### src/fetch_defines.svh
// Fetch stage widths, memory sizing, bubble word, reset PC and APB register offsets
`ifndef FETCH_DEFINES_SVH
`define FETCH_DEFINES_SVH

// Instruction and address width
`define FETCH_WORD 16

// Instruction memory, word addressed by PC[8:1]
`define FETCH_IMEM_DEPTH 256
`define FETCH_IMEM_AW 8

// Bubble inserted on a load-use hazard
`define FETCH_NOP_WORD 16'h0800

`define FETCH_RESET_PC 16'h0000

// APB register offsets
`define FETCH_REG_CTRL 5'h00
`define FETCH_REG_STATUS 5'h04
`define FETCH_REG_PC 5'h08
`define FETCH_REG_IADDR 5'h0C
`define FETCH_REG_IDATA 5'h10

`endif

### src/fetchPkg.sv
// Opcode, destination-select and APB state enums plus the decoded control bundle
package fetchPkg;

    // Major opcode in instr[15:11]
    typedef enum logic [4:0] {
        OP_HALT = 5'b00000,
        OP_NOP  = 5'b00001,
        OP_J    = 5'b00100,
        OP_JR   = 5'b00101,
        OP_JAL  = 5'b00110,
        OP_ADDI = 5'b01000,
        OP_BEQZ = 5'b01100,
        OP_ST   = 5'b10000,
        OP_LD   = 5'b10001,
        OP_ALU  = 5'b11011
    } opcodeT;

    // Where the write-back register number comes from
    typedef enum logic [1:0] {
        DEST_RS   = 2'b00, // instr[10:8]
        DEST_RD_R = 2'b01, // instr[4:2]
        DEST_R7   = 2'b10, // link register
        DEST_RD_I = 2'b11  // instr[7:5]
    } destSelT;

    typedef enum logic [1:0] {
        IDLE,
        SETUP,
        ACCESS
    } apbStateT;

    // Control fields handed to later stages
    typedef struct packed {
        logic       regWrite;
        destSelT    destSel;
        logic       regJmp;
        logic       memEnable;
        logic       memWr;
        logic       val2Reg;
        logic       aluSel;
        logic [2:0] immSel;
        logic       linkReg;
        logic       halt;
    } ctrlBundleT;

endpackage

### src/imemLoadIf.sv
// Instruction memory load and read-back interface with register-block and memory modports
`timescale 1ns/1ps
`include "fetch_defines.svh"

interface imemLoadIf;
    logic                      wrEn;   // One cycle, stores on next edge
    logic [`FETCH_IMEM_AW-1:0] addr;   // Word index
    logic [`FETCH_WORD-1:0]    wrData;
    logic [`FETCH_WORD-1:0]    rdData; // Combinational from addr

    modport csr (
        output wrEn,
        output addr,
        output wrData,
        input  rdData
    );

    modport mem (
        input  wrEn,
        input  addr,
        input  wrData,
        output rdData
    );
endinterface

### src/fetchCsr.sv
// APB register block for run control, status, PC readout and instruction memory loading
`timescale 1ns/1ps
`include "fetch_defines.svh"

module fetchCsr (
    input  logic                   clk,
    input  logic                   rstN,
    input  logic                   psel,
    input  logic                   penable,
    input  logic                   pwrite,
    input  logic [4:0]             paddr,
    input  logic [`FETCH_WORD-1:0] pwdata,
    output logic [`FETCH_WORD-1:0] prdata,
    output logic                   pready,
    output logic                   pslverr,
    imemLoadIf.csr                 load,
    input  logic [`FETCH_WORD-1:0] pc,
    input  logic                   haltSeen,
    input  logic                   ctrlErr,
    output logic                   runEn,
    output logic                   restart
);
    import fetchPkg::*;

    apbStateT                  apbState;
    logic                      access;
    logic                      mapped;
    logic                      roReg;
    logic                      wrAccess;
    logic                      halted;
    logic                      errSticky;
    logic [`FETCH_IMEM_AW-1:0] iaddr;

    always_comb begin
        if (!psel) begin
            apbState = IDLE;
        end else if (!penable) begin
            apbState = SETUP;
        end else begin
            apbState = ACCESS;
        end
    end

    assign access = (apbState == ACCESS);
    assign mapped = (paddr == `FETCH_REG_CTRL) || (paddr == `FETCH_REG_STATUS) ||
                    (paddr == `FETCH_REG_PC) || (paddr == `FETCH_REG_IADDR) ||
                    (paddr == `FETCH_REG_IDATA);
    assign roReg  = (paddr == `FETCH_REG_STATUS) || (paddr == `FETCH_REG_PC);

    assign wrAccess = access & pwrite & mapped & ~roReg;
    assign pready   = 1'b1; // Zero wait states
    assign pslverr  = access & (~mapped | (pwrite & roReg));

    // IDATA write goes straight into memory at IADDR
    assign load.wrEn   = wrAccess & (paddr == `FETCH_REG_IDATA);
    assign load.addr   = iaddr;
    assign load.wrData = pwdata;

    always_comb begin
        case (paddr)
            `FETCH_REG_CTRL:   prdata = {{(`FETCH_WORD-1){1'b0}}, runEn};
            `FETCH_REG_STATUS: prdata = {{(`FETCH_WORD-3){1'b0}}, runEn & ~halted,
                                         errSticky, halted};
            `FETCH_REG_PC:     prdata = pc;
            `FETCH_REG_IADDR:  prdata = {{(`FETCH_WORD-`FETCH_IMEM_AW){1'b0}}, iaddr};
            `FETCH_REG_IDATA:  prdata = load.rdData;
            default:           prdata = '0;
        endcase
    end

    always_ff @(posedge clk or negedge rstN) begin
        if (!rstN) begin
            runEn   <= 1'b0;
            restart <= 1'b0;
            iaddr   <= '0;
        end else begin
            restart <= 1'b0; // Self-clearing
            if (wrAccess && paddr == `FETCH_REG_CTRL) begin
                runEn   <= pwdata[0];
                restart <= pwdata[1];
            end
            if (wrAccess && paddr == `FETCH_REG_IADDR) begin
                iaddr <= pwdata[`FETCH_IMEM_AW-1:0];
            end else if (load.wrEn) begin
                iaddr <= iaddr + 1'b1;
            end
        end
    end

    // Sticky status, restart wins
    always_ff @(posedge clk or negedge rstN) begin
        if (!rstN) begin
            halted    <= 1'b0;
            errSticky <= 1'b0;
        end else if (restart) begin
            halted    <= 1'b0;
            errSticky <= 1'b0;
        end else begin
            if (haltSeen) halted <= 1'b1;
            if (ctrlErr) errSticky <= 1'b1;
        end
    end

endmodule

### src/flat_wrapper.sv
// flat-port wrapper written by rule: the top's interface ports become plain ports
module fetchCsr_flat import fetchPkg::*;
  (clk, rstN, psel, penable, pwrite, paddr, pwdata, prdata, pready, pslverr, pc, haltSeen, ctrlErr, runEn, restart, load_wrEn, load_addr, load_wrData, load_rdData);
  imemLoadIf load_i ();
  input  logic clk;
  input  logic rstN;
  input  logic psel;
  input  logic penable;
  input  logic pwrite;
  input  logic [4:0] paddr;
  input  logic [`FETCH_WORD-1:0] pwdata;
  output logic [`FETCH_WORD-1:0] prdata;
  output logic pready;
  output logic pslverr;
  input  logic [`FETCH_WORD-1:0] pc;
  input  logic haltSeen;
  input  logic ctrlErr;
  output logic runEn;
  output logic restart;
  output wire logic [$bits(load_i.wrEn)-1:0] load_wrEn;
  output wire logic [$bits(load_i.addr)-1:0] load_addr;
  output wire logic [$bits(load_i.wrData)-1:0] load_wrData;
  input wire logic [$bits(load_i.rdData)-1:0] load_rdData;
  assign load_wrEn = load_i.wrEn;
  assign load_addr = load_i.addr;
  assign load_wrData = load_i.wrData;
  assign load_i.rdData = load_rdData;
  fetchCsr u_core (.clk(clk), .rstN(rstN), .psel(psel), .penable(penable), .pwrite(pwrite), .paddr(paddr), .pwdata(pwdata), .prdata(prdata), .pready(pready), .pslverr(pslverr), .load(load_i), .pc(pc), .haltSeen(haltSeen), .ctrlErr(ctrlErr), .runEn(runEn), .restart(restart));
endmodule
### config.mk
export PLATFORM = sky130hd
export DESIGN_NAME = fetchCsr_flat
export DESIGN_NICKNAME = d
export VERILOG_FILES = /design/src/fetchPkg.sv /design/src/imemLoadIf.sv /design/src/fetchCsr.sv /design/src/flat_wrapper.sv
export VERILOG_INCLUDE_DIRS = /design/src
export SDC_FILE = /design/constraint.sdc
export NUM_CORES = 1
export LEC_CHECK = 0
export BUFFER_PORTS_ARGS = -buffer_cell sky130_fd_sc_hd__buf_2
export CAP_MARGIN = 10
export CELL_PAD_IN_SITES_DETAIL_PLACEMENT = 1
export CELL_PAD_IN_SITES_GLOBAL_PLACEMENT = 1
export CORE_UTILIZATION = 26
export DETAILED_ROUTE_END_ITERATION = 10
export PLACE_DENSITY_LB_ADDON = 0.1
export SYNTH_ARGS = -nofsm -noshare
export SYNTH_HDL_FRONTEND = slang
export SYNTH_SLANG_ARGS = --single-unit
export TNS_END_PERCENT = 5
### constraint.sdc
create_clock -name clk -period 6.2 [get_ports clk]
set_clock_uncertainty 0.2 [all_clocks]
set_input_delay 0.93 -clock clk [delete_from_list [all_inputs] [get_ports clk]]
set_output_delay 0.93 -clock clk [all_outputs]
set_load 0.02 [all_outputs]
Word-level counts from Yosys, hierarchy flattened
Cells that the tools add are included.
{ "word_totals": {"output_inout_bits": 45, "register_bits": 12, "elab_cells": 43} }
{ "op_classes": {"mux": 10, "n_reduce_logical": 11, "addsub": 1, "n_eq_ne": 5, "bitwise_logic": 11} }
{ "ops": {"columns": ["operator", "count"], "rows": [
  ["16-bit one-hot mux with 5 select lines", 1],
  ["8-bit 2-to-1 mux", 2],
  ["5-bit by 4-bit == test with 1-bit output (second input constant)", 2],
  ["8-bit by 1-bit adder with 8-bit output (second input constant)", 1],
  ["1-bit bitwise AND", 7],
  ["2-bit nonzero test", 3],
  ["5-bit by 3-bit == test with 1-bit output (second input constant)", 1],
  ["5-bit == test (second input constant)", 1],
  ["5-bit logical NOT", 1],
  ["1-bit logical OR", 5],
  ["1-bit 2-to-1 mux", 5],
  ["2-bit 2-to-1 mux", 2],
  ["1-bit NOT", 3],
  ["2-bit == test (second input constant)", 1],
  ["1-bit logical AND", 2],
  ["1-bit bitwise OR", 1]
]} }

Logic depth before layout (Yosys ltp)
Gate-level depths: netlist (run 1).
{ "logic_depth": {"ltp_word": 10, "depth_mapped": 7, "ltp_nobuf": 5} }

Worst setup path after synthesis (run 1)
OpenSTA, ideal clock, no wires.
{ "synth_timing": {"path_kind": "input to output", "startpoint": "in paddr[4]", "endpoint": "out prdata[2]", "path_buffers": 3, "arrival_time_ns": 2.339, "path_stages": 7, "required_ns": 5.070, "slack_ns": 2.731, "cell_sequence": "buf_6 or3_4 buf_6 nor3b_2 buf_2 a22oi_1 nand2_1"} }
{ "synth_via": {"elab_chain_cells": 2} }
{ "synth_lines": {"columns": ["item", "line_no", "text"], "rows": [
  ["from (decl)", "flat_wrapper.sv:10", "input logic [4:0] paddr;"],
  ["5-bit == test, or another cell as far along", "fetchCsr.sv:60", "case (paddr)"],
  ["16-bit one-hot mux with 5 select lines (*)", "fetchCsr.sv:60", null],
  ["to (decl)", "flat_wrapper.sv:12", "output logic [`FETCH_WORD-1:0] prdata;"]
]} }
Mark *: on every way between the ends. The rest lies on a longest branch, timed or not.

Worst setup path in the final report (run 1)
{ "layout_timing": {"startpoint": "in paddr[4]", "endpoint": "out prdata[0]"} }
The elaborated chain is that of the path after synthesis.

==> results of run 1 <==
per-stage QoR:
stage | worst slack, ns | instance area, um^2 | hold WS [ns] | total power, W
6_report | 2.27 | 1510 | 0.260 | 0.000252
5_1_grt | 2.12 | 1510 | 0.278 | 0.000268
3_3_place_gp | 2.32 | 1460 | 0.239 | 0.000166
2_1_floorplan | 2.73 | 1130 | 0.264 | 0.000141
3_5_place_dp | 2.28 | 1460 | 0.259 | 0.000167
4_1_cts | 2.26 | 1510 | 0.265 | 0.000256
metal layers:
metal	global-route usage	vias up	routed length [um]
li1	-	618	-
met1	0.223	634	1700
met2	0.294	46	2010
met3	0.0167	4	219
met4	0.0625	0	38
met5	0	-	0
critical path, cell delays in order:
cell and delay [ns]:
buf_2 0.16, or3_4 0.43, nor3b_2 0.77, a22oi_1 0.21, nand2_1 0.12, buf_2 0.17
state kept, by name, indices dropped and copies added (netlist names):
| signal | flops |
|---|---|
| u_core.runEn | 1 |
| u_core.restart | 1 |
| u_core.halted | 1 |
| u_core.errSticky | 1 |
| u_core.load.addr | 8 |
layout make-up:
| class | instances | area (um^2) |
|---|---|---|
| multi-input cells | 91 | 633 |
| well taps | 50 | 62.6 |
| clock buffers | 4 | 55.1 |
| fillers | 523 | 2570 |
| inverters | 7 | 26.3 |
| flip-flops and latches | 12 | 300 |
| repair buffers | 87 | 435 |
where the power goes:
part           internal, W  leakage [nW]  switching [W]
registers        0.0000845         0.150      0.0000108
logic            0.0000295         0.704      0.0000406
clock network    0.0000561        0.0288      0.0000304
cell usage in the layout, fill, tap and decap left out, types with 2 or more instances in the layout:
master	n
a222oi_1	5
buf_2	87
and3_1	5
nand2_1	9
and3_2	2
nor2_1	10
a21oi_1	5
a22oi_1	6
nor3b_1	2
mux2i_1	3
nor3_1	2
dfrtp_1	12
inv_1	7
clkbuf_8	4
and4_1	2
mux2_2	2
nand4_1	3
or3_4	2
o21ai_0	3
a2bb2oi_1	3
nand3_1	4
a22o_1	8
xor2_1	2
synthesized netlist by cell type, types with 2 or more instances:
cell / n / area share
dfrtp_1: 12 / 0.26
xor2_1: 2 / 0.015
o21ai_0: 3 / 0.013
and4_1: 2 / 0.015
a2bb2oi_1: 3 / 0.023
nand2_1: 9 / 0.030
mux2i_1: 3 / 0.026
nand3_1: 4 / 0.018
nor3_1: 2 / 0.0088
mux2_2: 2 / 0.020
inv_1: 7 / 0.023
buf_4: 17 / 0.11
or3_4: 2 / 0.020
a22oi_1: 6 / 0.040
buf_2: 2 / 0.0088
and3_1: 5 / 0.028
nand4_1: 3 / 0.017
buf_6: 3 / 0.030
nor2_1: 10 / 0.033
nor3b_1: 2 / 0.013
a222oi_1: 5 / 0.044
and3_2: 2 / 0.013
a21oi_1: 5 / 0.022
a22o_1: 8 / 0.062
kinds of logic (layout without fill, tap and decap cells):
kind of cell               count (synthesis)  count (layout)  synth area share
AOI/OAI and AO/OA                         35              35             0.239
xor gates and xnor gates                   2               2            0.0154
adders and majority gates                  1               1            0.0110
buffers and inverters                     30              98             0.178
DFF                                       12              12             0.265
muxes                                      5               5            0.0463
other                                      1               1           0.00330
and+or+nand+nor                           47              47             0.243
worst paths after layout:
kind	start	endpoint	slack [ns]	cells after the start
worst max-delay path	paddr[4]	prdata[0]	2.27	6
worst min-delay path	u_core.restart	u_core.halted	0.26	1
worst max register to register	u_core.load.addr[0]	u_core.load.addr[6]	4.60	5
worst min register to register	u_core.restart	u_core.halted	0.26	1
max in group asynchronous	rstN	u_core.halted	5.19	1
min in group asynchronous	rstN	u_core.load.addr[6]	0.37	1
==> metrics.csv, run 1 <==
metric,value,unit
startpoint types,input pin,
Synth warnings,0,
final antenna diode count,0,
final HPWL from detailed placement,3260,um
Syn Area/Cell,8.53,um^2
GPL Wtd Cong,0.797,
Cell Pwr Density,167,nW/um^2
Synthesized Nets,194,
Final period util,0.634,
Layout Nets,263,
Total GRT Usage,0.173,
Cell variety after synth,38,
largest net degree at the start of global routing,17,
min cycle time layout,3.93,ns
Post-synth EDFFs,0,
actual slew at the worst max-slew pin,0.942,ns
placed insts,247,
first-pass GRT wire length,6110,um
number of detailed-route iterations in the first pass,4,
CP Class,in -> out,
post_cts resized,0,
Clock Path Buffers,2,
area of the mapped netlist,1130,um^2
Layout Cells excl Fill,251,
#FFs+latches synth,12,
number of hold buffers added after cts,0,
fraction of layout cells with a size suffix above 1,0.502,
vias in the first global route,1276,
die height,68.1,um
Die W,68.1,um
Vias,1302,
Worst setup EP type,output pin,
clock latency on the worst-skew pair,0.24,ns
Peak supply drop,81.7,uV
Final ANT Viol Nets,0,
Max Cap Viol,0,
RSZ-0062 raised after global routing,false,
H-tree Lvls,1,
die area,4630,um^2
Post-Syn Instances,133,
core area,4090,um^2
Sum Neg Setup Slack,0,ns
IO buf count,87,
crit path DAT,2.80,ns
initial antenna violation count,0,
ys async rst share,1.00,
Final Hold Fails,0,
Routed WL,3970,um
post-CTS setup buffers,0,
top_reg_cell synth,dfrtp_1,
gr ovfl total,0,
worst min-delay path class,reg -> reg,
"Slew Viols, Final",0,
Worst EP required,5.07,ns
vias per inst,5.19,
CTS Buf Count,3,
TritonCTS clock tree,built,
DR iter-0 viols,49,
Max Clock Freq,254,MHz
CTS Root Cell,clkbuf_8,
Critical Path Fanout Max,16,
relative slew slack,0.370,
Final Setup Violations,0,
Final Util,0.370,
# DRC,0,
Std-Cell Rows,23,
Leakage,0.883,nW
Initial Util,0.278,
drt wl/cell,15.8,um
P&R area growth vs syn,33.3,%
Ports,105,
sequential area share after synthesis,0.265,
outcome,"complete, no violations",
CTS sink cnt,12,
"CTS clk-pin slew, worst paths",0.05,ns
(Power assumes the default switching activity.)
==> inputs of run 2 (changes only) <==
--- a/config.mk
+++ b/config.mk
@@ -10,7 +10,7 @@
 export CAP_MARGIN = 10
 export CELL_PAD_IN_SITES_DETAIL_PLACEMENT = 1
 export CELL_PAD_IN_SITES_GLOBAL_PLACEMENT = 1
-export CORE_UTILIZATION = 26
+export CORE_UTILIZATION = 24
 export DETAILED_ROUTE_END_ITERATION = 10
 export PLACE_DENSITY_LB_ADDON = 0.1
 export SYNTH_ARGS = -nofsm -noshare
==> constraint.sdc (replaced) <==
create_clock -name clk -period 3.9 [get_ports clk]
set_clock_uncertainty 0.2 [all_clocks]
set_input_delay 0.585 -clock clk [delete_from_list [all_inputs] [get_ports clk]]
set_output_delay 0.585 -clock clk [all_outputs]
set_load 0.02 [all_outputs]
==> run 2 against run 1 <==
  * The flow now finishes with violations (DRC)
  * Sequential power is 59% higher
  * Clock power grew 61%
  * Flip-flop and latch count is the same
  * Largest power group unchanged
==> metrics.csv, run 2 (synthesized netlist as in run 1, its figures left out) <==
metric,value,unit
Critical Path Fanout Max,15,
actual slew at the worst max-slew pin,0.749,ns
most frequent cells in the layout,"buf_2, dfrtp_1, nor2_1",
number of hold buffers added after cts,0,
RSZ-0062 raised after global routing,false,
core area,4440,um^2
R2R Path Start,u_core.load.addr[1],
Final ANT Viol Nets,0,
first-pass GRT wire length,6510,um
vias per inst,5.07,
"Slew Viols, Final",0,
Max Cap Viol,0,
Vias,1287,
relative slew slack,0.496,
post_cts resized,0,
GPL Wtd Cong,0.747,
Final Hold Fails,0,
IO buf count,87,
Initial Util,0.255,
number of fill cells,582,
"CTS clk-pin slew, worst paths",0.06,ns
CP Class,in -> out,
Routed WL,4040,um
outcome,"finished, violations left",
switching power,0.000131,W
Die W,70.8,um
die area,5010,um^2
hold_ws,0.0178,ns
Sum Neg Setup Slack,0,ns
Ports,105,
worst min-delay path class,in -> async,
number of detailed-route iterations in the first pass,7,
initial antenna violation count,0,
fraction of layout cells with a size suffix above 1,0.505,
die height,70.8,um
Leakage,0.888,nW
drt wl/cell,15.9,um
Pint,0.000270,W
Peak supply drop,272,uV
vias in the first global route,1306,
# DRC,12,
Final Setup Violations,0,
Max Clock Freq,326,MHz
DR iter-0 viols,71,
clock latency on the worst-skew pair,0.24,ns
final antenna diode count,0,
post-CTS setup buffers,0,
gr ovfl total,0,
Cell Pwr Density,264,nW/um^2
CTS Buf Count,3,
largest net degree at the start of global routing,17,
Total GRT Usage,0.162,
Comb power frac,0.275,
Sw Ratio,0.326,
P&R area growth vs syn,34.2,%
Worst setup EP type,output pin,
Crit. Startpoint,paddr[3],
Clock Path Buffers,2,
CTS sink cnt,12,
Worst EP required,3.12,ns
H-tree Lvls,1,
Layout Nets,264,
failing checks,DRC,
final HPWL from detailed placement,3320,um
CTS Root Cell,clkbuf_8,
Final period util,0.786,
sequential share of power,0.379,
startpoint types,input pin,
clock network fraction of design power,0.346,
Std-Cell Rows,24,
Largest register FFs,8,
crit path DAT,2.28,ns
"commonest non-fill, non-tap cell in the layout",buf_2,
TritonCTS clock tree,built,
min cycle time layout,3.07,ns
## run 2: path summary, 6_finish.rpt
check	end	slack [ns]	depth (start not counted)
setup / recovery	prdata[4]	0.83	6
hold / removal	u_core.load.addr[2]	0.02	1
setup reg to reg	u_core.load.addr[6]	2.31	5
hold reg to reg	u_core.errSticky	0.26	1
max in group asynchronous	u_core.errSticky	3.25	1
min in group clk	u_core.errSticky	0.26	1
## run 2: power by group through the flow
stage                     combinational, W  clock, W  sequential (W)
after floorplan                  0.0000633         0        0.000160
after global placement            0.000110         0        0.000155
after detailed placement          0.000111         0        0.000154
after CTS                         0.000112  0.000141        0.000152
after global routing              0.000121  0.000148        0.000154
final                             0.000110  0.000139        0.000152
## run 2: final cells by class
class                           count  area (um^2)  area share
Clock buffer                        4         55.1      0.0362
Inverter                            7         26.3      0.0173
Multi-Input combinational cell     91          633       0.416
Sequential cell                    12          300       0.197
Tap cell                           52         65.1      0.0427
Timing Repair Buffer               88          443       0.291
## run 2: per-stage QoR
step	power, W	utilization	worst slack, ns	instances	cell area [um^2]
floorplan	0.000224	-	1.12	133	1130
global placement	0.000264	0.330	0.970	250	1470
detailed placement	0.000265	0.330	0.851	250	1470
CTS	0.000405	0.343	0.843	254	1520
global route	0.000424	0.343	0.697	254	1520
finish	0.000401	0.343	0.834	254	1520
## run 2: metal layers
layer / vias up / routed length (um) / GRT usage
met1: 619 / 1800 / 0.218
met3: 6 / 179 / 0.0142
met4: 0 / 19 / 0.0378
met2: 44 / 2040 / 0.281
met5: - / 0 / 0
li1: 618 / - / -
## run 2: critical path, stage by stage
cell	delay, ns
buf_2	0.13
nor4_1	0.67
and2_2	0.46
a222oi_1	0.18
inv_1	0.08
buf_2	0.16
